File: src/verilog/rxDma_params.svh
`ifndef RXDMA_PARAMS_SVH
`define RXDMA_PARAMS_SVH

// ------------------------------------------------------------
// Receive DMA controller sizing
// ------------------------------------------------------------

// Number of independent receive flows
`define RXDMA_FLOWS 4

// Host buffer address width
`define RXDMA_ADDR_WIDTH 32

// Packet length in words
`define RXDMA_LEN_WIDTH 12

// Packet records buffered per flow
`define RXDMA_FIFO_DEPTH 4

`endif

File: src/verilog/rxDmaPkg.sv
`include "rxDma_params.svh"

package rxDmaPkg;

  // ------------------------------------------------------------
  // Shared types of the receive DMA controller
  // ------------------------------------------------------------

  // Flow number
  typedef logic [$clog2(`RXDMA_FLOWS)-1:0] flowIdxT;

  // Packet length in words
  typedef logic [`RXDMA_LEN_WIDTH-1:0] wordLenT;

  // Host buffer address from a descriptor
  typedef logic [`RXDMA_ADDR_WIDTH-1:0] hostAddrT;

  // One completed packet, as queued per flow
  // Only the length is kept, the data path lives elsewhere
  typedef struct packed {
    wordLenT len;
  } pktRecordT;

endpackage

File: src/verilog/dmaRequestOut.sv
`timescale 1ns/1ns

module dmaRequestOut import rxDmaPkg::*; (
  input  logic     CLK,
  input  logic     rst,
  input  logic     issue,
  input  flowIdxT  issueFlow,
  input  hostAddrT issueAddr,
  input  wordLenT  issueLen,
  input  logic     dmaAck,
  output logic     dmaReq,
  output flowIdxT  dmaFlow,
  output hostAddrT dmaAddr,
  output wordLenT  dmaLen,
  output logic     suValid,
  output flowIdxT  suFlow,
  output wordLenT  suLen,
  output logic     outBusy
);

  // ------------------------------------------------------------
  // Request hold and status update
  // ------------------------------------------------------------
  always_ff @(posedge CLK) begin
    if (rst) begin
      dmaReq  <= 1'b0;
      suValid <= 1'b0;
    end else begin
      suValid <= 1'b0;
      if (issue) begin
        dmaReq <= 1'b1;
      end else if (dmaReq && dmaAck) begin
        // Request drops as the status update goes out
        dmaReq  <= 1'b0;
        suValid <= 1'b1;
      end
    end
  end

  // Request fields, then status fields on the acknowledge
  always_ff @(posedge CLK) begin
    if (issue) begin
      dmaFlow <= issueFlow;
      dmaAddr <= issueAddr;
      dmaLen  <= issueLen;
    end
    if (dmaReq && dmaAck) begin
      suFlow <= dmaFlow;
      suLen  <= dmaLen;
    end
  end

  // Busy from the issue cycle up to and including the ack cycle
  assign outBusy = issue || dmaReq;

endmodule

File: config.mk
export PLATFORM = sky130hd
export DESIGN_NAME = dmaRequestOut
export DESIGN_NICKNAME = d
export VERILOG_FILES = /design/src/verilog/rxDmaPkg.sv /design/src/verilog/dmaRequestOut.sv
export VERILOG_INCLUDE_DIRS = /design/src /design/src/verilog
export SDC_FILE = /design/constraint.sdc
export NUM_CORES = 1
export LEC_CHECK = 0
export CORE_UTILIZATION = 59
export CTS_BUF_LIST = sky130_fd_sc_hd__clkbuf_4 sky130_fd_sc_hd__clkbuf_8
export DETAILED_ROUTE_END_ITERATION = 16
export DONT_BUFFER_PORTS = 1
export GPL_ROUTABILITY_DRIVEN = 0
export GPL_TIMING_DRIVEN = 0
export PLACE_DENSITY = 0.72
export SLEW_MARGIN = 20
export SYNTH_ARGS = -nofsm -noshare
export SYNTH_HDL_FRONTEND = slang
export SYNTH_SLANG_ARGS = --single-unit
export TNS_END_PERCENT = 1
File: constraint.sdc
create_clock -name CLK -period 0.95 [get_ports CLK]
set_input_delay 0.0475 -clock CLK [delete_from_list [all_inputs] [get_ports CLK]]
set_output_delay 0.0475 -clock CLK [all_outputs]
set_load 0.05 [all_outputs]
==> results of run 1 <==
## how the worst min path moves through the flow
stage	endpoint	slack, ps
floorplan	dmaReq	110
global route	suValid	-290
finish	suValid	-240
detailed placement	dmaReq	120
global placement	dmaReq	110
CTS	suValid	-290
## cells in the final DEF, fill, tap and decap left out
| cell | Yosys | final |
|---|---|---|
| sky130_fd_sc_hd__inv_1 | 1 | 1 |
| sky130_fd_sc_hd__dlygate4sd3_1 | 0 | 49 |
| sky130_fd_sc_hd__or2_4 | 0 | 1 |
| sky130_fd_sc_hd__edfxtp_1 | 60 | 60 |
| sky130_fd_sc_hd__nor3b_2 | 1 | 1 |
| sky130_fd_sc_hd__clkinv_1 | 0 | 2 |
| sky130_fd_sc_hd__dfxtp_4 | 0 | 2 |
| sky130_fd_sc_hd__clkbuf_4 | 0 | 13 |
| sky130_fd_sc_hd__clkinv_2 | 0 | 1 |
| sky130_fd_sc_hd__a21oi_1 | 1 | 1 |
| sky130_fd_sc_hd__and2_4 | 1 | 1 |
| sky130_fd_sc_hd__nand2b_1 | 1 | 1 |
## final cells by class
| cell class | instances | share of cell area, % |
|---|---|---|
| Timing Repair Buffer | 49 | 19.2 |
| Sequential cell | 62 | 72.5 |
| Inverter | 1 | 0.147 |
| Tap cell | 44 | 2.16 |
| Multi-Input combinational cell | 5 | 1.62 |
| Clock buffer | 13 | 3.83 |
| Clock inverter | 3 | 0.491 |
## metal layers
layer / GRT usage [%] / part of all wire (%) / wire length, µm
met1: 19.3 / 33 / 1140
met5: 0 / 0 / 0
met3: 11.9 / 11 / 391
met2: 37.1 / 55 / 1890
met4: 11.9 / 0.58 / 20
## repair_timing
action | 4_1_cts | 5_1_grt
setup buffers | 0 | 0
resized for setup | 2 | 1
endpoints found under the setup margin | 86 | 91
pin swaps | 1 | 0
hold endpoints to repair | 94 | 47
## through the flow
stage / setup slack, ps / std cells
3_3_place_gp: -78.6 / 112
6_report: -209 / 177
2_1_floorplan: -41.8 / 68
3_5_place_dp: -84.5 / 112
4_1_cts: -231 / 177
5_1_grt: -261 / 177
## flip-flops by register name, indices dropped and copies added (netlist names)
name,flops
dmaLen,12
dmaAddr,32
dmaReq,1
dmaFlow,2
suLen,12
suFlow,2
suValid,1
## report_power, final
group	switching, mW	internal, mW
registers	0.724	3.22
logic	0.0578	0.144
clock network	0.823	0.639
## logic make-up after synthesis
family	Yosys count
flops	62
simple gates	4
compound gates	1
buf+inv	1
==> impl_summary.md, run 1 <==
Synthesis
The xor-xnor portion of the synthesized cell area is 0%. The post-synthesis compound-gate area fraction is 0.266%. The post-synthesis sequential area ratio is 97.7%. During synthesis, Yosys emitted a total of 0 warnings. The synthesized instance count is 68. The synthesized netlist devotes 1.79% of its cell area to simple gates. By area the synthesized netlist is led by sky130_fd_sc_hd__edfxtp_1 96%, sky130_fd_sc_hd__dfxtp_1 2.1%, sky130_fd_sc_hd__nor3b_2 0.66%.

The share of flip-flops with an asynchronous set or reset is 0%. The proportion of synthesized area in mux cells is 0%. The library cell with the highest instance count after synthesis is sky130_fd_sc_hd__edfxtp_1. The area share of the largest cell type after synthesis is 95.6%. The count of different cell masters after synthesis is 8. The number of flip-flops and latches in the synthesized netlist is 62.

By area, the combinational part of the netlist is dominated by simple AND/OR/NAND/NOR gates. The number of synthesized flops with an enable pin is 60. The post-synthesis net count is 118. The average size of a mapped cell is 27.7 µm². Ranked by instance count, the synthesized netlist is headed by 60 x sky130_fd_sc_hd__edfxtp_1, 2 x sky130_fd_sc_hd__dfxtp_1. The most used flip-flop cell after synthesis is sky130_fd_sc_hd__edfxtp_1.

The synthesized netlist devotes 0% of its cell area to adder and majority cells. The mapped netlist covers 1880 µm². The cell taking the most area after synthesis is sky130_fd_sc_hd__edfxtp_1.

Global routing
The total overflow left after global routing is 0. The first-pass GRT wire length is 4740 µm. The number of antenna violations at the first check in global routing is 0. The maximum number of pins on one net before global-route repair is 50. The via count of the first global-routing pass came to 941. The global router's overall resource usage is 21.3%.

Floorplan
In this run the horizontal extent of the chip is 58.5 µm. The floorplan step defined a die boundary enclosing 3420 µm². The floorplan has 20 rows.

The die height is 58.5 µm. The starting density of the core is 61.7%. The region available for standard cell placement spans 3050 µm². During I/O placement, the number of pins put on the boundary was 113.

Timing
The clock skew is 9.68 ps. For the pin with the worst max-slew slack, the measured transition is 498 ps. The hold violation count in the final report is 47. The minimum period implied by the final worst setup slack is 1160 ps. Setup violations remaining at the end of the flow were counted as 87. Setup slack on the critical path of the routed design comes to -209 ps. The headroom to the max-slew limit is 66.8%. The worst path uses 122% of the clock period. The sum of negative setup slack is -8710 ps. The achievable frequency is 0.863 GHz.

Setup repair after global routing could not meet its margin everywhere. The post-route worst hold slack is -245 ps. The number of pins exceeding their max-slew limit in the final report is 0.

CTS
The CTS buffer count is 9. CTS placed an instance of sky130_fd_sc_hd__clkbuf_4 at the clock tree root. The clock tree from TritonCTS is done. The CTS sink count is 62.

The maximum number of buffers from clock root to sink is 2. The clock-pin slew of the registers on the worst-case setup and hold paths is 80 ps. The H-tree level count is 3. The quantity of hold-fixing buffers added after cts is 49.

The clock latency on the worst-skew pair is 370 ps.

Critical path
The slowest stage of the critical path is the sky130_fd_sc_hd__dfxtp_4 cell. STA puts the critical path data required time at 900 ps. In this run the worst setup path begins at dmaReq.

In this run the critical register-to-register path is launched from dmaReq. In this design, the stage delay of the slowest critical-path cell is 420 ps. Along the worst path, the maximum fanout reaches 4. The worst register-to-register path ends at suFlow[1]. The kind of cell with the highest combined delay along the critical path is flip-flops. The critical path arrival is 1110 ps. The sum of buffers and inverters on the critical path is 0.

The critical path goes through or2_4. In this run the number of cells on the critical path is 1. The start-to-end type of the worst setup path is reg -> out. The critical path endpoint is outBusy.

The critical path endpoint category is an output pin. The kind of start point of the critical path is a flip-flop. Measured in cells, the most critical reg-to-reg path has a length of 1. The setup slack of the worst register-to-register path is -100 ps.

Final layout
The final instance area is 2550 µm². Summing all multi-input logic gate instances after layout gives 41.3 µm². For this run, the share of the core covered by cells in the final layout is 83.5%.

Cells with a size suffix above 1 make up 14.3% of the layout. The count of antenna diodes in the layout is 0. Registers take 1850 µm².

The layout has 151 filler cells. The area growth from synthesis to layout is 35.3%. The final layout contains 178 nets.

Drt
For this run, design rule violations remaining after detail routing come to 0. The pre-antenna-repair detailed-routing pass consisted of 4 iterations. The routed length per placed instance is 19.4 µm. The post-route antenna net violation count is 0.

The number of vias after detailed routing is 882. In the routed layout, each cell is associated on average with a via count of 4.98. The detailed router finished its first iteration with 23 violations.

The routed design has 3430 µm of wire.

Worst hold path
The launch instance of the worst min-delay path is issue. Counting instances, the worst hold path has a depth of 1. The worst hold path belongs to the class in -> reg.

Flow run
Max-cap violations in this run came to 0.

Power
Power spread over the standard cell area amounts to 2200 nW/µm². Summing internal, switching and leakage power gives 5.61 mW. Across the VDD grid, the largest voltage drop is 1.46 mV.

The leakage power of the design is 0.887 nW.

Run status
The run finished, with violations left. The checks that failed: negative hold slack, negative setup slack.

Place
The placed cell area is 1940 µm². In this run the tool buffered the top-level ports with 0 buffer cells.
No activity file was read; power rests on OpenSTA's default activity.
==> run 2, diff against run 1 <==
Clock period 0.95 ns to 1.3 ns, I/O delays scaled along.
==> impl_summary.md, run 2 (same netlist as run 1, synthesis figures left out) <==
CTS
The count of buffers added by post-CTS timing repair for setup is 0 (unchanged). The clock latency on the worst-skew pair is 370 ps (about the same). The maximum number of buffers from clock root to sink is 2 (unchanged). The CTS buffer count was 9 (unchanged). The CTS sink count is 62 (unchanged). The clock-pin slew of the registers on the worst-case setup and hold paths is 80 ps (about the same).

The clock root buffer is sky130_fd_sc_hd__clkbuf_4 (unchanged). The quantity of hold-fixing buffers added after cts is 49 (unchanged). The clock tree from TritonCTS is done (unchanged).

The H-tree level count is 3 (unchanged).

Power
The clock network power share is 26.4% (was 26.0%). The power per standard cell area is 1620 nW/µm² (was 2200 nW/µm²). The worst ir drop on vdd is 1.01 mV (was 1.46 mV). The internal power is 2.96 mW (was 4.01 mW). The net switching power is 1.17 mW (was 1.60 mW). The switching part of the total came to 28.4% (was 28.6%). The fraction of power consumed by sequential logic is 69.9% (was 70.4%).

The share of power burned in combinational logic is 3.6% (about the same). The leakage power of the design was 0.890 nW (was 0.887 nW).

Timing
The worst path needs 1250 ps of the cycle, external delays included. The achievable frequency is 0.803 GHz. The headroom to the max-slew limit came to 65.0% (was 66.8%). The clock skew is 5.80 ps (was 9.68 ps).

The slew of the pin with the lowest slew margin is 526 ps (was 498 ps). The worst path uses 95.8% of the clock period. The final setup violation count is 0 (was 87). The number of pins exceeding their max-slew limit in the final report was 0 (unchanged).

The post-layout worst setup margin was 54.5 ps (was -209 ps). The post-route worst hold slack came to -214 ps (was -245 ps). The hold violation count in the final report came to 47 (unchanged).

Unrepaired setup endpoints after global routing: no (was yes).

Worst hold path
The class of the tightest hold or removal check is in -> reg (unchanged).

Critical path
The cell with the largest stage delay on the worst path is sky130_fd_sc_hd__dfxtp_2 (was sky130_fd_sc_hd__dfxtp_4). The kind of start point of the critical path is a flip-flop (unchanged). Ordered cell list for the critical path: or2_4 (unchanged). The start-to-end type of the worst setup path was reg -> out (unchanged). The peak per-stage delay on the critical path is 530 ps (was 420 ps). The family with the most delay on the worst path is flip-flops (unchanged). The sum of buffers and inverters on the critical path came to 0 (unchanged). The critical path endpoint category was an output pin (unchanged).

The endpoint required time on the critical path is 1240 ps (was 900 ps). The peak fanout along the critical path came to 4 (unchanged). The critical path arrival came to 1180 ps (was 1110 ps).

Drt
The post-route antenna net violation count is 0 (unchanged). The first-pass iteration count of the detailed router is 4 (unchanged). The initial detailed-routing violation count is 36 (was 23). The routed length per placed instance was 20.3 µm (was 19.4 µm). The remaining routing DRC violations is 0 (unchanged).

The mean number of vias per cell came to 5.15 (was 4.98). The number of vias after detailed routing is 911 (was 882). The sum of routed wire length over all layers is 3590 µm (was 3430 µm).

Floorplan
The x dimension of the die was 58.5 µm (unchanged). The die height is 58.5 µm (unchanged). The full die area is 3420 µm² (unchanged).

The starting density of the core is 61.7% (unchanged). The number of core rows was 20 (unchanged). The number of ports placed on the die boundary is 113 (unchanged). The placeable core region is 3050 µm² (unchanged).

Global routing
The global-route congestion overflow total is 0 (unchanged). The global router's overall resource usage was 23.0% (was 21.3%). The via count of the first global-routing pass came to 1015 (was 941).

The number of antenna violations at the first check in global routing is 0 (unchanged). The first-pass GRT wire length is 5070 µm (was 4740 µm). The maximum number of pins on one net before global-route repair is 50 (unchanged).

Final layout
The final net count is 178 (unchanged). The sequential cell area was 1840 µm² (was 1850 µm²). The final instance area is 2550 µm² (about the same). Highest-count cells in the layout ignoring fill and taps: 60 x sky130_fd_sc_hd__edfxtp_1, 49 x sky130_fd_sc_hd__dlygate4sd3_1, 14 x sky130_fd_sc_hd__clkbuf_4 (was 60 x sky130_fd_sc_hd__edfxtp_1, 49 x sky130_fd_sc_hd__dlygate4sd3_1, 13 x sky130_fd_sc_hd__clkbuf_4, 2 x sky130_fd_sc_hd__clkinv_1, 2 x sky130_fd_sc_hd__dfxtp_4).

The final core utilization was 83.4% (was 83.5%). The most common cell after layout, fill and taps aside was sky130_fd_sc_hd__edfxtp_1 (unchanged). The count of non-filler cells in the finished layout is 177 (unchanged). The fraction of layout cells with a size suffix above 1 came to 14.3% (unchanged). The filler cell count is 159 (was 151). The area growth from synthesis to layout came to 35.2% (was 35.3%). The largest register by flop count is dmaAddr (unchanged). The count of antenna diodes in the layout is 0 (unchanged). The footprint of the multi-input gates was 41.3 µm² (unchanged). Top Registers: dmaAddr: 32 flops, dmaLen: 12 flops, suLen: 12 flops (unchanged). The number of flip-flops under the largest register name was 32 (unchanged).

Flow run
The count of maximum capacitance violations came to 0 (unchanged).

Place
The number of port buffers is 0 (unchanged). The pre-CTS setup slack was -54.1 ps (was -84.5 ps). The placed cell area is 1940 µm² (about the same). The instance count after placement with tap cells included is 112 (unchanged).

Run status
Status: finished with violations (unchanged). Violations in the final reports: negative hold slack (was negative hold slack, negative setup slack).
[run 2: cell types whose count changed in the layout (fill, tap and decap cells not counted)]
cell,previous run,this run
sky130_fd_sc_hd__dfxtp_1,0,1
sky130_fd_sc_hd__dfxtp_2,0,1
sky130_fd_sc_hd__dfxtp_4,2,0
sky130_fd_sc_hd__clkbuf_4,13,14
sky130_fd_sc_hd__clkinv_1,2,1
[run 2: cell type report]
cell class | instances | share of cell area (%)
clock inverters | 2 | 0.344
repair buffers | 49 | 19.3
flip-flops and latches | 62 | 72.3
well taps | 44 | 2.16
clock buffers | 14 | 4.13
inverters | 1 | 0.147
multi-input cells | 5 | 1.62
[run 2: final timing paths]
check        slack (ps)  cells after the start       end   start
min reg2reg         650                      2    dmaReq  dmaReq
max reg2reg         150                      1  suLen[8]  dmaReq
min                -210                      1   suValid   issue
max                  50                      1   outBusy  dmaReq
[run 2: through the flow]
| stage | setup TNS [ps] | total power [mW] |
|---|---|---|
| 3_3_place_gp | -398 | 2.95 |
| 6_report | 0 | 4.13 |
| 5_1_grt | 0 | 4.28 |
| 3_5_place_dp | -760 | 2.95 |
| 2_1_floorplan | 0 | 2.93 |
| 4_1_cts | 0 | 4.12 |
[run 2: metal layers]
metal  GRT usage [%]  wire length [µm]  up-vias
li1                -                 -      393
met1            22.5              1190      442
met2            38.6              1980       68
met3            11.9               344        8
met4            13.9                72        0
met5               0                 0        -
[run 2: power groups by stage]
stage               sequential, mW  combinational [mW]  clock [mW]
floorplan                     2.91              0.0200           0
global placement              2.93              0.0216           0
detailed placement            2.93              0.0222           0
CTS                           2.89               0.141        1.09
global route                  2.90               0.157        1.22
finish                        2.89               0.150        1.09
[run 2: what timing repair did]
item,CTS,global route
hold endpoints to repair,94,47
setup endpoints to repair,16,0
resized for setup,2,0
