==> src/verilog/rxDma_params.svh <==
`ifndef RXDMA_PARAMS_SVH
`define RXDMA_PARAMS_SVH

// ------------------------------------------------------------
// Receive DMA controller sizing
// ------------------------------------------------------------

// Number of independent receive flows
`define RXDMA_FLOWS 4

// Host buffer address width
`define RXDMA_ADDR_WIDTH 32

// Packet length in words
`define RXDMA_LEN_WIDTH 12

// Packet records buffered per flow
`define RXDMA_FIFO_DEPTH 4

`endif

==> src/verilog/rxDmaPkg.sv <==
`include "rxDma_params.svh"

package rxDmaPkg;

  // ------------------------------------------------------------
  // Shared types of the receive DMA controller
  // ------------------------------------------------------------

  // Flow number
  typedef logic [$clog2(`RXDMA_FLOWS)-1:0] flowIdxT;

  // Packet length in words
  typedef logic [`RXDMA_LEN_WIDTH-1:0] wordLenT;

  // Host buffer address from a descriptor
  typedef logic [`RXDMA_ADDR_WIDTH-1:0] hostAddrT;

  // One completed packet, as queued per flow
  // Only the length is kept, the data path lives elsewhere
  typedef struct packed {
    wordLenT len;
  } pktRecordT;

endpackage

==> src/verilog/recordFifo.sv <==
`timescale 1ns/1ns

module recordFifo #(
  parameter type payloadT = logic [7:0],
  parameter int DEPTH = 4
) (
  input  logic    CLK,
  input  logic    rst,
  input  logic    push,
  input  payloadT pushData,
  input  logic    pop,
  output payloadT popData,
  output logic    empty,
  output logic    full
);

  localparam int PTR_W = (DEPTH > 1) ? $clog2(DEPTH) : 1;
  localparam int CNT_W = $clog2(DEPTH + 1);

  payloadT          mem [DEPTH];
  logic [PTR_W-1:0] wrPtr;
  logic [PTR_W-1:0] rdPtr;
  logic [CNT_W-1:0] count;
  logic             doPush;
  logic             doPop;

  // Step a pointer around the ring
  function automatic logic [PTR_W-1:0] nextPtr(input logic [PTR_W-1:0] ptr);
    return (ptr == PTR_W'(DEPTH - 1)) ? '0 : ptr + 1'b1;
  endfunction

  // Push while full and pop while empty are dropped
  assign doPush = push && !full;
  assign doPop  = pop && !empty;

  assign empty   = (count == '0);
  assign full    = (count == CNT_W'(DEPTH));
  // Head entry is visible without a pop
  assign popData = mem[rdPtr];

  always_ff @(posedge CLK) begin
    if (rst) begin
      wrPtr <= '0;
      rdPtr <= '0;
      count <= '0;
    end else begin
      if (doPush) wrPtr <= nextPtr(wrPtr);
      if (doPop) rdPtr <= nextPtr(rdPtr);
      // Occupancy only moves when exactly one side acts
      if (doPush && !doPop) count <= count + 1'b1;
      else if (doPop && !doPush) count <= count - 1'b1;
    end
  end

  // Storage
  always_ff @(posedge CLK) begin
    if (doPush) mem[wrPtr] <= pushData;
  end

endmodule

==> src/verilog/rxFrameInput.sv <==
`timescale 1ns/1ns
`include "rxDma_params.svh"

module rxFrameInput import rxDmaPkg::*; (
  input  logic                          CLK,
  input  logic                          rst,
  input  logic [`RXDMA_FLOWS-1:0]       wordValid,
  input  logic [`RXDMA_FLOWS-1:0]       wordLast,
  input  logic [`RXDMA_FLOWS-1:0]       pktPop,
  output logic [`RXDMA_FLOWS-1:0]       pktPending,
  output wordLenT [`RXDMA_FLOWS-1:0]    pktLen,
  output logic [`RXDMA_FLOWS-1:0]       overflow
);

  // ------------------------------------------------------------
  // Per-flow word counting and packet records
  // ------------------------------------------------------------
  for (genvar f = 0; f < `RXDMA_FLOWS; f++) begin : gFlow
    wordLenT   wordCnt;
    pktRecordT newRec;
    pktRecordT headRec;
    logic      lastWord;
    logic      fifoFull;
    logic      fifoEmpty;
    logic      ovfFlag;

    // Packet completes on its last accepted word
    assign lastWord = wordValid[f] && wordLast[f];

    // Length counts the last word too
    assign newRec = '{len: wordCnt + 1'b1};

    always_ff @(posedge CLK) begin
      if (rst) begin
        wordCnt <= '0;
      end else if (wordValid[f]) begin
        // Restart for the next packet
        if (wordLast[f]) wordCnt <= '0;
        else wordCnt <= wordCnt + 1'b1;
      end
    end

    // Sticky until reset
    // The packet that hit a full queue is lost
    always_ff @(posedge CLK) begin
      if (rst) begin
        ovfFlag <= 1'b0;
      end else if (lastWord && fifoFull) begin
        ovfFlag <= 1'b1;
      end
    end

    recordFifo #(
      .payloadT (pktRecordT),
      .DEPTH    (`RXDMA_FIFO_DEPTH)
    ) recordFifo_inst (
      .CLK      (CLK),
      .rst      (rst),
      .push     (lastWord && !fifoFull),
      .pushData (newRec),
      .pop      (pktPop[f]),
      .popData  (headRec),
      .empty    (fifoEmpty),
      .full     (fifoFull)
    );

    // Queue state towards the scheduler, one cycle after the last word
    assign pktPending[f] = !fifoEmpty;
    assign pktLen[f]     = headRec.len;
    assign overflow[f]   = ovfFlag;
  end

endmodule

==> config.mk <==
export PLATFORM = sky130hd
export DESIGN_NAME = rxFrameInput
export DESIGN_NICKNAME = d
export VERILOG_FILES = /design/src/verilog/rxDmaPkg.sv /design/src/verilog/recordFifo.sv /design/src/verilog/rxFrameInput.sv
export VERILOG_INCLUDE_DIRS = /design/src /design/src/verilog
export SDC_FILE = /design/constraint.sdc
export NUM_CORES = 1
export LEC_CHECK = 0
export ABC_AREA = 1
export BUFFER_PORTS_ARGS = -buffer_cell sky130_fd_sc_hd__buf_2
export CORE_ASPECT_RATIO = 0.6
export CORE_MARGIN = 2
export CORE_UTILIZATION = 65
export DETAILED_ROUTE_END_ITERATION = 10
export PLACE_DENSITY_LB_ADDON = 0.12
export RECOVER_POWER = 50
export SLEW_MARGIN = 5
export SYNTH_ARGS = -nofsm -noshare
export SYNTH_HDL_FRONTEND = slang
export SYNTH_SLANG_ARGS = --single-unit
==> constraint.sdc <==
create_clock -name CLK -period 5.6 [get_ports CLK]
set_input_delay 0.56 -clock CLK [delete_from_list [all_inputs] [get_ports CLK]]
set_output_delay 0.56 -clock CLK [all_outputs]
set_load 0.03 [all_outputs]
==> results.md, run 1 <==
* Crit start category: flip-flop
* ANT cells at 0
* CTS Hold Buffers Added at 0
* # setup viols final at 0
* Row Count at 38
* Commonest non-fill, non-tap cell in the layout: edfxtp_1
* Die area at 19400 sq um
* Endpoints failing hold at 0
* Max VDD drop at 0.000364 V
* I/O Pins at 70
* Type of the worst setup path: reg2out
* Htree depth at 1
* Core area at 18000 sq um
* Netlist Area Pre-Place at 11900 sq um
* Worst Tran Pin Value at 1.20 ns
* Leak at 5.00 nW
* Hold EP: gFlow[3].wordCnt[0]
* Sequential area share after synthesis at 0.635
* Final ANT Viol Nets at 0
* TritonCTS clock tree: done
* Fin crit share at 0.553
* Post-Route WL at 23300 um
* Run status: finished, final reports clean
* Worst r2r dst: gFlow[2].recordFifo_inst.count[2]
* Final Max Tran Viols at 0
* IO buf count at 69
* Highest fanout seen on the critical path at 25
* Final non-filler cell total at 1437
* Post-DR wirelength/cell at 16.2 um
* Die Width at 178 um
* Skew final at 0.0149 ns
* YS warnings at 0
* PD cells at 440 nW/um^2
* Crit end category: primary output
* First drt pass iteration count at 5
* Final Wtd Congestion at 0.816
* HPWL Detailed at 15100 um
* Total of max-cap violations at 0
* Global-route wire length before repair at 37500 um
* Commonest cells after routing, fill and taps aside: 192 x edfxtp_1, 160 x nor2_1, 155 x nand2_1
* Area leader, netlist: edfxtp_1
* Top cell type's share of synthesized area at 0.486
* Fmax at 0.323 GHz
* Via/cell ratio at 5.63
* Worst EP required at 5.04 ns
* # nets final at 1225
* Antenna violations before repair at 0
* Latest clock arrival within the worst-skew pair at 0.52 ns
* Placed insts at 1392
* Netlist cell types at 31
* Setup bufs post-CTS at 0
* Cell area after placement at 12400 sq um
* Total chip power at 0.00572 W
* Hold wc startpoint: wordValid[3]
* Share of cells above drive strength 1 at 0.105
* Worst slew margin at 0.199
* Starting Density at 0.660
* Vias in the first global route at 7468
* CTS resizes at 0
* RSZ-0062 raised after global routing: no
* Iteration-0 DRC Markers at 782
* Final min period at 3.10 ns
* Final instance area at 13000 sq um
* CTS buffer count at 25
* Total GRT Usage at 0.245
* Remaining global-route overflow at 0
* Worst min path class: in2reg
* Worst-path clk slew at 0.06 ns
* Avg Synthesized Cell Area at 10.6 sq um
* Flop and latch count out of synthesis at 280
* Top cells by area, synth: edfxtp_1 49%, dfxtp_1 15%, o21ai_0 5.1%, nand2_1 4.9%, nor2_1 4.7%
* Vias at 8086
* Hold Path Depth at 2
* Clk sinks at 280
* Origin of the critical flop-to-flop path: gFlow[2].recordFifo_inst.count[0]
* Internal reg-to-reg setup slack at 3.43 ns
* Worst r2r path cells at 11
* Largest net degree at the start of global routing at 56
* Synth Instances at 1116
* Clock Tree Root: clkbuf_16
* Synth-to-layout area growth at 9.73%
* Die height at 109 um
* Setup tns final at 0 ns
* Residual DRC at 0
* CP arrival at 2.54 ns
* Post-Syn Nets at 1162
* Maximum buffer depth of the clock tree at 3
synthesized netlist by cell type (all sizes together):
| master | count |
|---|---|
| o21a | 4 |
| buf | 14 |
| o22ai | 48 |
| a21oi | 65 |
| o211a | 4 |
| nand4 | 4 |
| nor2 | 165 |
| nand2 | 161 |
| and2 | 14 |
| inv | 91 |
| or2 | 1 |
| xor2 | 15 |
| dfxtp | 88 |
| a211oi | 8 |
| xnor2 | 6 |
| fa | 4 |
| ha | 28 |
| o21ai | 121 |
| nand3b | 3 |
| edfxtp | 192 |
| clkbuf | 30 |
| nand3 | 50 |
critical path, stage by stage (launching register included):
cell and delay (ns):
dfxtp_1 0.82, inv_1 0.54, o21ai_0 0.35, o22ai_1 0.11, buf_2 0.20
state kept, by name, summed over array words and instances (netlist names), named ones only:
name and flops:
gFlow.recordFifo_inst.rdPtr 8, gFlow.recordFifo_inst.count 12, gFlow.recordFifo_inst.mem 192, gFlow.ovfFlag 4, gFlow.wordCnt 48, gFlow.recordFifo_inst.wrPtr 8
how the worst max path moves through the flow:
stage	to	cells past startpoint
final	pktLen[39]	4
after detailed placement	pktLen[38]	4
after CTS	pktLen[39]	4
after global placement	pktLen[37]	4
after floorplan	gFlow[0].recordFifo_inst.count[2]	10
after global routing	pktLen[39]	4
cells by family (layout without fill, tap and decap cells):
| family | after synthesis | after routing | share of synthesized area |
|---|---|---|---|
| xor+xnor | 21 | 21 | 0.0199 |
| simple gates | 398 | 398 | 0.148 |
| fa+ha+maj | 32 | 32 | 0.0363 |
| buf+inv | 135 | 216 | 0.0446 |
| flops | 280 | 280 | 0.635 |
| compound gates | 250 | 250 | 0.117 |
cell type report:
| type | instances | area, sq um |
|---|---|---|
| Tap cell | 240 | 300 |
| Clock buffer | 34 | 669 |
| Timing Repair Buffer | 80 | 397 |
| Inverter | 91 | 342 |
| Fill cell | 1282 | 4960 |
| Sequential cell | 280 | 7530 |
| Clock inverter | 11 | 111 |
| Multi-Input combinational cell | 701 | 3670 |
layer usage:
metal | share of wire | GRT usage
met4 | 0.016 | 0.0616
met3 | 0.054 | 0.0356
met1 | 0.49 | 0.376
met2 | 0.44 | 0.374
met5 | 0 | 0
report_power, final:
part	switching [W]	leakage (nW)	internal [W]
logic	0.00114	2.00	0.000444
clock network	0.000711	0.385	0.000932
registers	0.000143	2.62	0.00235
total	0.00199	5.00	0.00373
metrics by stage:
step                worst slack, ns   util  hold WS [ns]
detailed placement             3.04  0.690         0.462
global route                   2.28  0.724         0.285
finish                         2.50  0.724         0.283
floorplan                      3.57      -         0.442
CTS                            2.51  0.733         0.233
global placement               3.17  0.690         0.445
Power figures use the tool's default switching activity.
==> inputs of run 2 (changes only) <==
CORE_UTILIZATION = 55   (was 65)
clock period = 2.8 ns   (was 5.6 ns; I/O delays follow)
==> run 2 against run 1 <==
  * Final cell count up 4.4%
  * Worst setup slack lost 2.0 ns
  * Clock-buffer cell count up 4
  * Routed wire length grew 3.2%
  * Combinational power increased by 110%
  * Critical path depth is the same
  * Sequential power rose by 96%
  * Hold slack worse by 0.11 ns
  * Core utilization decreased by 9.2 points
==> results.md, run 2 (synthesis gave the netlist of run 1 again) <==
* Clock share of power at 0.299 (+0.012)
* Total of max-cap violations at 0 (unchanged)
* Leak at 5.11 nW (+2.2%)
* Skew final at 0.0151 ns (+0.000258 ns)
* GR Layer Usage met3 at 0.0347 (-0.000894)
* Type of the worst setup path: reg2out
* Worst setup margin at 0.469 ns (-2.04 ns)
* Vias in the first global route at 7390 (-1.0%)
* # nets final at 1248 (+1.9%)
* Final non-filler cell total at 1500 (+4.4%)
* Via/cell ratio at 5.37 (-4.6%)
* Latest clock arrival within the worst-skew pair at 0.53 ns (about the same)
* Iteration-0 DRC Markers at 530 (-32%)
* Htree depth at 1 (unchanged)
* Run status: finished, final reports clean
* First drt pass iteration count at 5 (unchanged)
* Die height at 118 um (+8.4%)
* Residual DRC at 0 (unchanged)
* TritonCTS clock tree: done
* Clock Tree Root: clkbuf_16
* Part of the power in registers at 0.418 (-0.018)
* Max VDD drop at 0.000625 V (+72%)
* Remaining global-route overflow at 0 (unchanged)
* Fin crit share at 0.832
* Synth-to-layout area growth at 12.4%
* Starting Density at 0.563 (-0.0974)
* Fill count at 1726 (+35%)
* ANT cells at 0 (unchanged)
* Crit start category: flip-flop
* Dpl ws at 0.738 ns (-2.30 ns)
* Die area at 22800 sq um (+18%)
* Post-Route WL at 24000 um (+3.2%)
* Crit end category: primary output
* Met2 Use GR at 0.311 (-0.0630)
* Internal reg-to-reg setup slack at 0.73 ns (-2.70 ns)
* Placed insts at 1449 (+4.1%)
* M1 GR Usage at 0.333 (-0.0428)
* Commonest non-fill, non-tap cell in the layout: edfxtp_1
* Register with the most flip-flops: gFlow.recordFifo_inst.mem
* I/O Pins at 70 (unchanged)
* Highest fanout seen on the critical path at 13 (-48%)
* Worst slew margin at 0.391 (+0.192)
* CTS resizes at 0 (unchanged)
* Total GRT Usage at 0.211 (-0.0342)
* Setup tns final at 0 ns (unchanged)
* Biggest regs: gFlow.recordFifo_inst.mem (192), gFlow.wordCnt (48), gFlow.recordFifo_inst.count (12)
* Share of cells above drive strength 1 at 0.115 (+0.00940)
* Die Width at 194 um (+8.5%)
* Vias at 8051 (-0.43%)
* NetSw at 0.00403 W (+100%)
* Post-DR wirelength/cell at 16.0 um (-1.2%)
* Clk sinks at 280 (unchanged)
* Largest net degree at the start of global routing at 55 (-1.8%)
* Cell-internal power at 0.00772 W (+110%)
* Final Max Tran Viols at 0 (unchanged)
* Antenna violations before repair at 0 (unchanged)
* Final ANT Viol Nets at 0 (unchanged)
* Worst min path class: in2reg
* Endpoints failing hold at 0 (unchanged)
* Global-route wire length before repair at 38900 um (+4.0%)
* CTS buffer count at 26 (+4.0%)
* Max reg flops at 192 (unchanged)
* Maximum buffer depth of the clock tree at 3 (unchanged)
* Worst Tran Pin Value at 0.914 ns (-0.283 ns)
* RSZ-0062 raised after global routing: no
* Worst-path clk slew at 0.06 ns (about the same)
* Commonest cells after routing, fill and taps aside: 192 x edfxtp_1, 158 x nor2_1, 155 x nand2_1
* # setup viols final at 0 (unchanged)
* Grt peak-use layer: met1
* Total chip power at 0.0118 W (+110%)
* IO buf count at 69 (unchanged)
* Row Count at 41 (+7.9%)
* Final Wtd Congestion at 0.794 (-2.6%)
* Core area at 21100 sq um (+17%)
* Gate power share at 0.283 (+0.006)
* Worst EP required at 2.52 ns (-2.52 ns)
* Fmax at 0.429 GHz
* Final min period at 2.33 ns
* HPWL Detailed at 15400 um (+2.1%)
* PD cells at 882 nW/um^2 (+100%)
* CP arrival at 2.05 ns (-0.49 ns)
* Switching Share at 0.343 (-0.00526)
## run 2: metrics by stage
stage | instance area [sq um] | utilization | hold slack (ns)
after floorplan | 11900 | - | 0.375
after global placement | 12600 | 0.597 | 0.445
after detailed placement | 12600 | 0.597 | 0.454
after CTS | 13500 | 0.640 | 0.150
after global routing | 13300 | 0.632 | 0.208
final | 13300 | 0.632 | 0.171
## run 2: repair_timing
item	CTS	global route
hold buffers	4	0
buffers inserted	0	0
endpoints found under the hold margin	4	0
setup endpoints to repair	0	0
## run 2: cell type report
type,instances,area [sq um],area share
clock buffer,38,767,0.0576
timing repair buffer,102,552,0.0414
multi-input combinational,701,3700,0.277
tap,279,349,0.0262
clock inverter,9,92.6,0.00695
inverter,91,342,0.0256
sequential,280,7530,0.565
## run 2: critical path, stage by stage, from the launching register on
cell     delay [ns]
dfxtp_1        0.46
inv_1          0.42
o21ai_0        0.15
o22ai_1        0.25
buf_2          0.26
## run 2: routing by layer
metal / up-vias / part of all wire
met5: - / 0
met4: 0 / 0.013
met3: 24 / 0.055
met2: 184 / 0.42
met1: 3821 / 0.52
li1: 4022 / -
## run 2: power by group through the flow
stage	Clock [W]	Combinational [W]	Sequential (W)
4_1_cts	0.00359	0.00335	0.00491
2_1_floorplan	0	0.00239	0.00493
3_3_place_gp	0	0.00328	0.00499
6_report	0.00351	0.00333	0.00491
3_5_place_dp	0	0.00333	0.00500
5_1_grt	0.00376	0.00366	0.00495
## run 2: worst paths after layout
| path | depth (start not counted) | end | start |
|---|---|---|---|
| min | 4 | gFlow[3].ovfFlag | wordLast[3] |
| max | 4 | pktLen[31] | flip-flop |
| max reg2reg | 11 | gFlow[2].recordFifo_inst.count[2] | gFlow[2].recordFifo_inst.count[0] |
| min reg2reg | 1 | gFlow[3].ovfFlag | gFlow[3].ovfFlag |
==> inputs of run 3 (changes only) <==
ABC_AREA = 0   (was 1)
CORE_UTILIZATION = 61   (was 55)
clock period = 2.17 ns   (was 2.8 ns; I/O delays follow)
==> run 3 against run 2 <==
  * Clock-buffer cell count fell by 3
  * Hold slack worse by 0.037 ns
  * Worst setup slack worse by 0.41 ns
  * Largest cell class unchanged
  * First-iteration DRC count rose by 16%
  * Highest routed layer unchanged
  * Final area increased by 3.7%
  * Sequential share of layout area shrank 1.9 points
  * Global-route usage up 2.8 points
  * Final cell count fell by 17%
  * Power grew 15%
==> results.md, run 3 <==
* ANT cells at 0 (unchanged)
* Setup tns final at 0 ns (unchanged)
* Netlist Area Pre-Place at 12100 sq um (+2.2%)
* Clock Tree Root: clkbuf_16
* Latest clock arrival within the worst-skew pair at 0.51 ns (-0.02 ns)
* Clk sinks at 280 (unchanged)
* Biggest regs: gFlow.recordFifo_inst.mem (192), gFlow.wordCnt (48), gFlow.recordFifo_inst.count (12)
* Post-Syn Nets at 913 (-21%)
* Flop and latch count out of synthesis at 280 (unchanged)
* Sequential area share after synthesis at 0.621 (-0.0139)
* Iteration-0 DRC Markers at 613 (+16%)
* Htree depth at 1 (unchanged)
* HPWL Detailed at 16700 um (+7.9%)
* Fin crit share at 0.971
* Synth Instances at 867 (-22%)
* Die area at 21100 sq um (-7.6%)
* Largest net degree at the start of global routing at 27 (-51%)
* IO buf count at 69 (unchanged)
* I/O Pins at 70 (unchanged)
* Area leader, netlist: edfxtp_1
* Maximum buffer depth of the clock tree at 3 (unchanged)
* CP peak stage delay at 0.38 ns (-0.08 ns)
* Crit path max-delay cell type: fa_1
* Worst slew margin at 0.576 (+0.185)
* Run status: finished, final reports clean
* Avg Synthesized Cell Area at 14.0 sq um (+32%)
* Highest fanout seen on the critical path at 3 (-10)
* Worst EP required at 2.60 ns (+0.08 ns)
* Top FF cell, synth: edfxtp_1
* Final Wtd Congestion at 0.846 (+6.5%)
* PD cells at 979 nW/um^2 (+11%)
* Register with the most flip-flops: gFlow.recordFifo_inst.mem
* Crit end category: flip-flop
* List of most frequent post-synthesis cells: 192 x edfxtp_1, 88 x dfxtp_1, 48 x mux4_2
* Post-Route WL at 24600 um (+2.5%)
* Final min period at 2.11 ns
* CP cell instances: o31ai_2 > ha_2 > inv_1 > fa_1 > xor2_1 > or3_1 > a21oi_1
* First drt pass iteration count at 5 (unchanged)
* Endpoints failing hold at 0 (unchanged)
* Vias at 7806 (-3.0%)
* Leak at 5.00 nW (-2.3%)
* Cell area after placement at 12900 sq um (+2.8%)
* Top cells by area, synth: edfxtp_1 48%, dfxtp_1 15%, mux4_2 8.9%, ha_1 2.9%, xor2_1 2.4%
* Starting Density at 0.629 (+0.0666)
* Post-DR wirelength/cell at 19.6 um (+23%)
* Skew final at 0.00729 ns (-0.00785 ns)
* Via/cell ratio at 6.23 (+16%)
* Antenna violations before repair at 0 (unchanged)
* Worst-path clk slew at 0.07 ns (about the same)
* TritonCTS clock tree: done
* Max VDD drop at 0.000658 V (+5.2%)
* CP arrival at 2.54 ns (+0.49 ns)
* Remaining global-route overflow at 0 (unchanged)
* Type of the worst setup path: reg2reg
* YS warnings at 0 (unchanged)
* Post-synth EDFFs at 192 (unchanged)
* Final ANT Viol Nets at 0 (unchanged)
* Netlist cell types at 53 (+71%)
* Total GRT Usage at 0.239 (+0.0278)
* Synth-to-layout area growth at 13.9%
* Final instance area at 13800 sq um (+3.7%)
* Crit start category: flip-flop
* Commonest non-fill, non-tap cell in the layout: edfxtp_1
* Vias in the first global route at 7812 (+5.7%)
* Worst Tran Pin Value at 0.636 ns (-0.278 ns)
* # setup viols final at 0 (unchanged)
* Die height at 113 um (-3.8%)
* Fmax at 0.475 GHz
* Residual DRC at 0 (unchanged)
* Global-route wire length before repair at 39700 um (+2.0%)
* Max reg flops at 192 (unchanged)
* # nets final at 1014 (-19%)
* Row Count at 39 (-4.9%)
* Ys async rst share at 0 (unchanged)
* Final Max Tran Viols at 0 (unchanged)
* CTS buffer count at 25 (-3.8%)
* Top cell type's share of synthesized area at 0.475 (-0.0107)
* Commonest cells after routing, fill and taps aside: 192 x edfxtp_1, 77 x dfxtp_1, 69 x buf_2
* Core area at 19300 sq um (-8.6%)
* Die Width at 186 um (-3.9%)
* Worst min path class: in2reg
* Most frequent cell after synthesis: edfxtp_1
* Total of max-cap violations at 0 (unchanged)
* Share of cells above drive strength 1 at 0.244 (+0.130)
==> run 3: cell types whose count changed after synthesis, sizes merged, moves of 32 or more <==
cell   delta
o22ai    -48
o21ai   -102
inv      -64
nand2   -122
a21oi    -32
nor2    -121
mux4     +48
==> run 3: what timing repair did <==
| item | in CTS | in global routing |
|---|---|---|
| setup buffers | 0 | 6 |
| pin swaps | 1 | 4 |
| setup endpoints to repair | 2 | 4 |
| hold buffers | 0 | 0 |
| gates resized for setup | 4 | 25 |
==> run 3: kinds of logic after synthesis <==
kind of cell / after synthesis / share of synthesized area
AOI/OAI and AO/OA: 128 / 0.0695
buffers and inverters: 79 / 0.0290
muxes: 56 / 0.0957
xor gates and xnor gates: 48 / 0.0347
adders and majority gates: 32 / 0.0355
and+or+nand+nor: 244 / 0.115
DFF: 280 / 0.621
==> run 3: report_power, final <==
part           switching (W)  total (W)  internal [W]
Combinational        0.00182    0.00312       0.00129
Clock                0.00185    0.00414       0.00229
Sequential          0.000273    0.00627       0.00600
Total                0.00394     0.0135       0.00959
==> run 3: stage by stage <==
stage	setup WS (ns)	utilization	std cells	hold WS (ns)	total power, W
global route	-0.0203	0.717	1252	0.154	0.0141
CTS	0.00382	0.712	1246	0.111	0.0135
detailed placement	-0.0621	0.671	1201	0.469	0.00940
global placement	0.162	0.671	1201	0.445	0.00924
finish	0.0635	0.717	1252	0.134	0.0135
floorplan	0.0318	-	867	0.438	0.00850
==> run 3: path summary, 6_finish.rpt <==
path | from | end | slack (ns) | cells past startpoint
setup / recovery | gFlow[3].recordFifo_inst.count[0] | gFlow[3].recordFifo_inst.count[2] | 0.06 | 7
hold / removal | rst | gFlow[2].recordFifo_inst.count[1] | 0.13 | 2
setup reg to reg | gFlow[3].recordFifo_inst.count[0] | gFlow[3].recordFifo_inst.count[2] | 0.06 | 7
hold reg to reg | gFlow[1].ovfFlag | gFlow[1].ovfFlag | 0.49 | 2
==> run 3: cell type report <==
| cell class | instances | area [sq um] |
|---|---|---|
| Clock buffer | 35 | 713 |
| Inverter | 28 | 105 |
| Tap cell | 266 | 333 |
| Clock inverter | 10 | 57.6 |
| Sequential cell | 280 | 7550 |
| Fill cell | 1277 | 5460 |
| Timing Repair Buffer | 125 | 743 |
| Multi-Input combinational cell | 508 | 4320 |
==> run 3: worst max-delay path: cells and delay by family, from the launching register on <==
family                     cells  cell delay [ns]
adders and majority gates      2             0.62
AOI/OAI and AO/OA              2             0.48
and+or+nand+nor                1             0.35
DFF                            1             0.34
xor gates and xnor gates       1             0.20
buffers and inverters          1             0.05
==> run 3: metal layers <==
metal,track usage,share of wire,up-vias
li1,-,-,3562
met1,0.332,0.43,3898
met2,0.400,0.48,301
met3,0.0377,0.062,45
met4,0.0583,0.019,0
met5,0,0,-
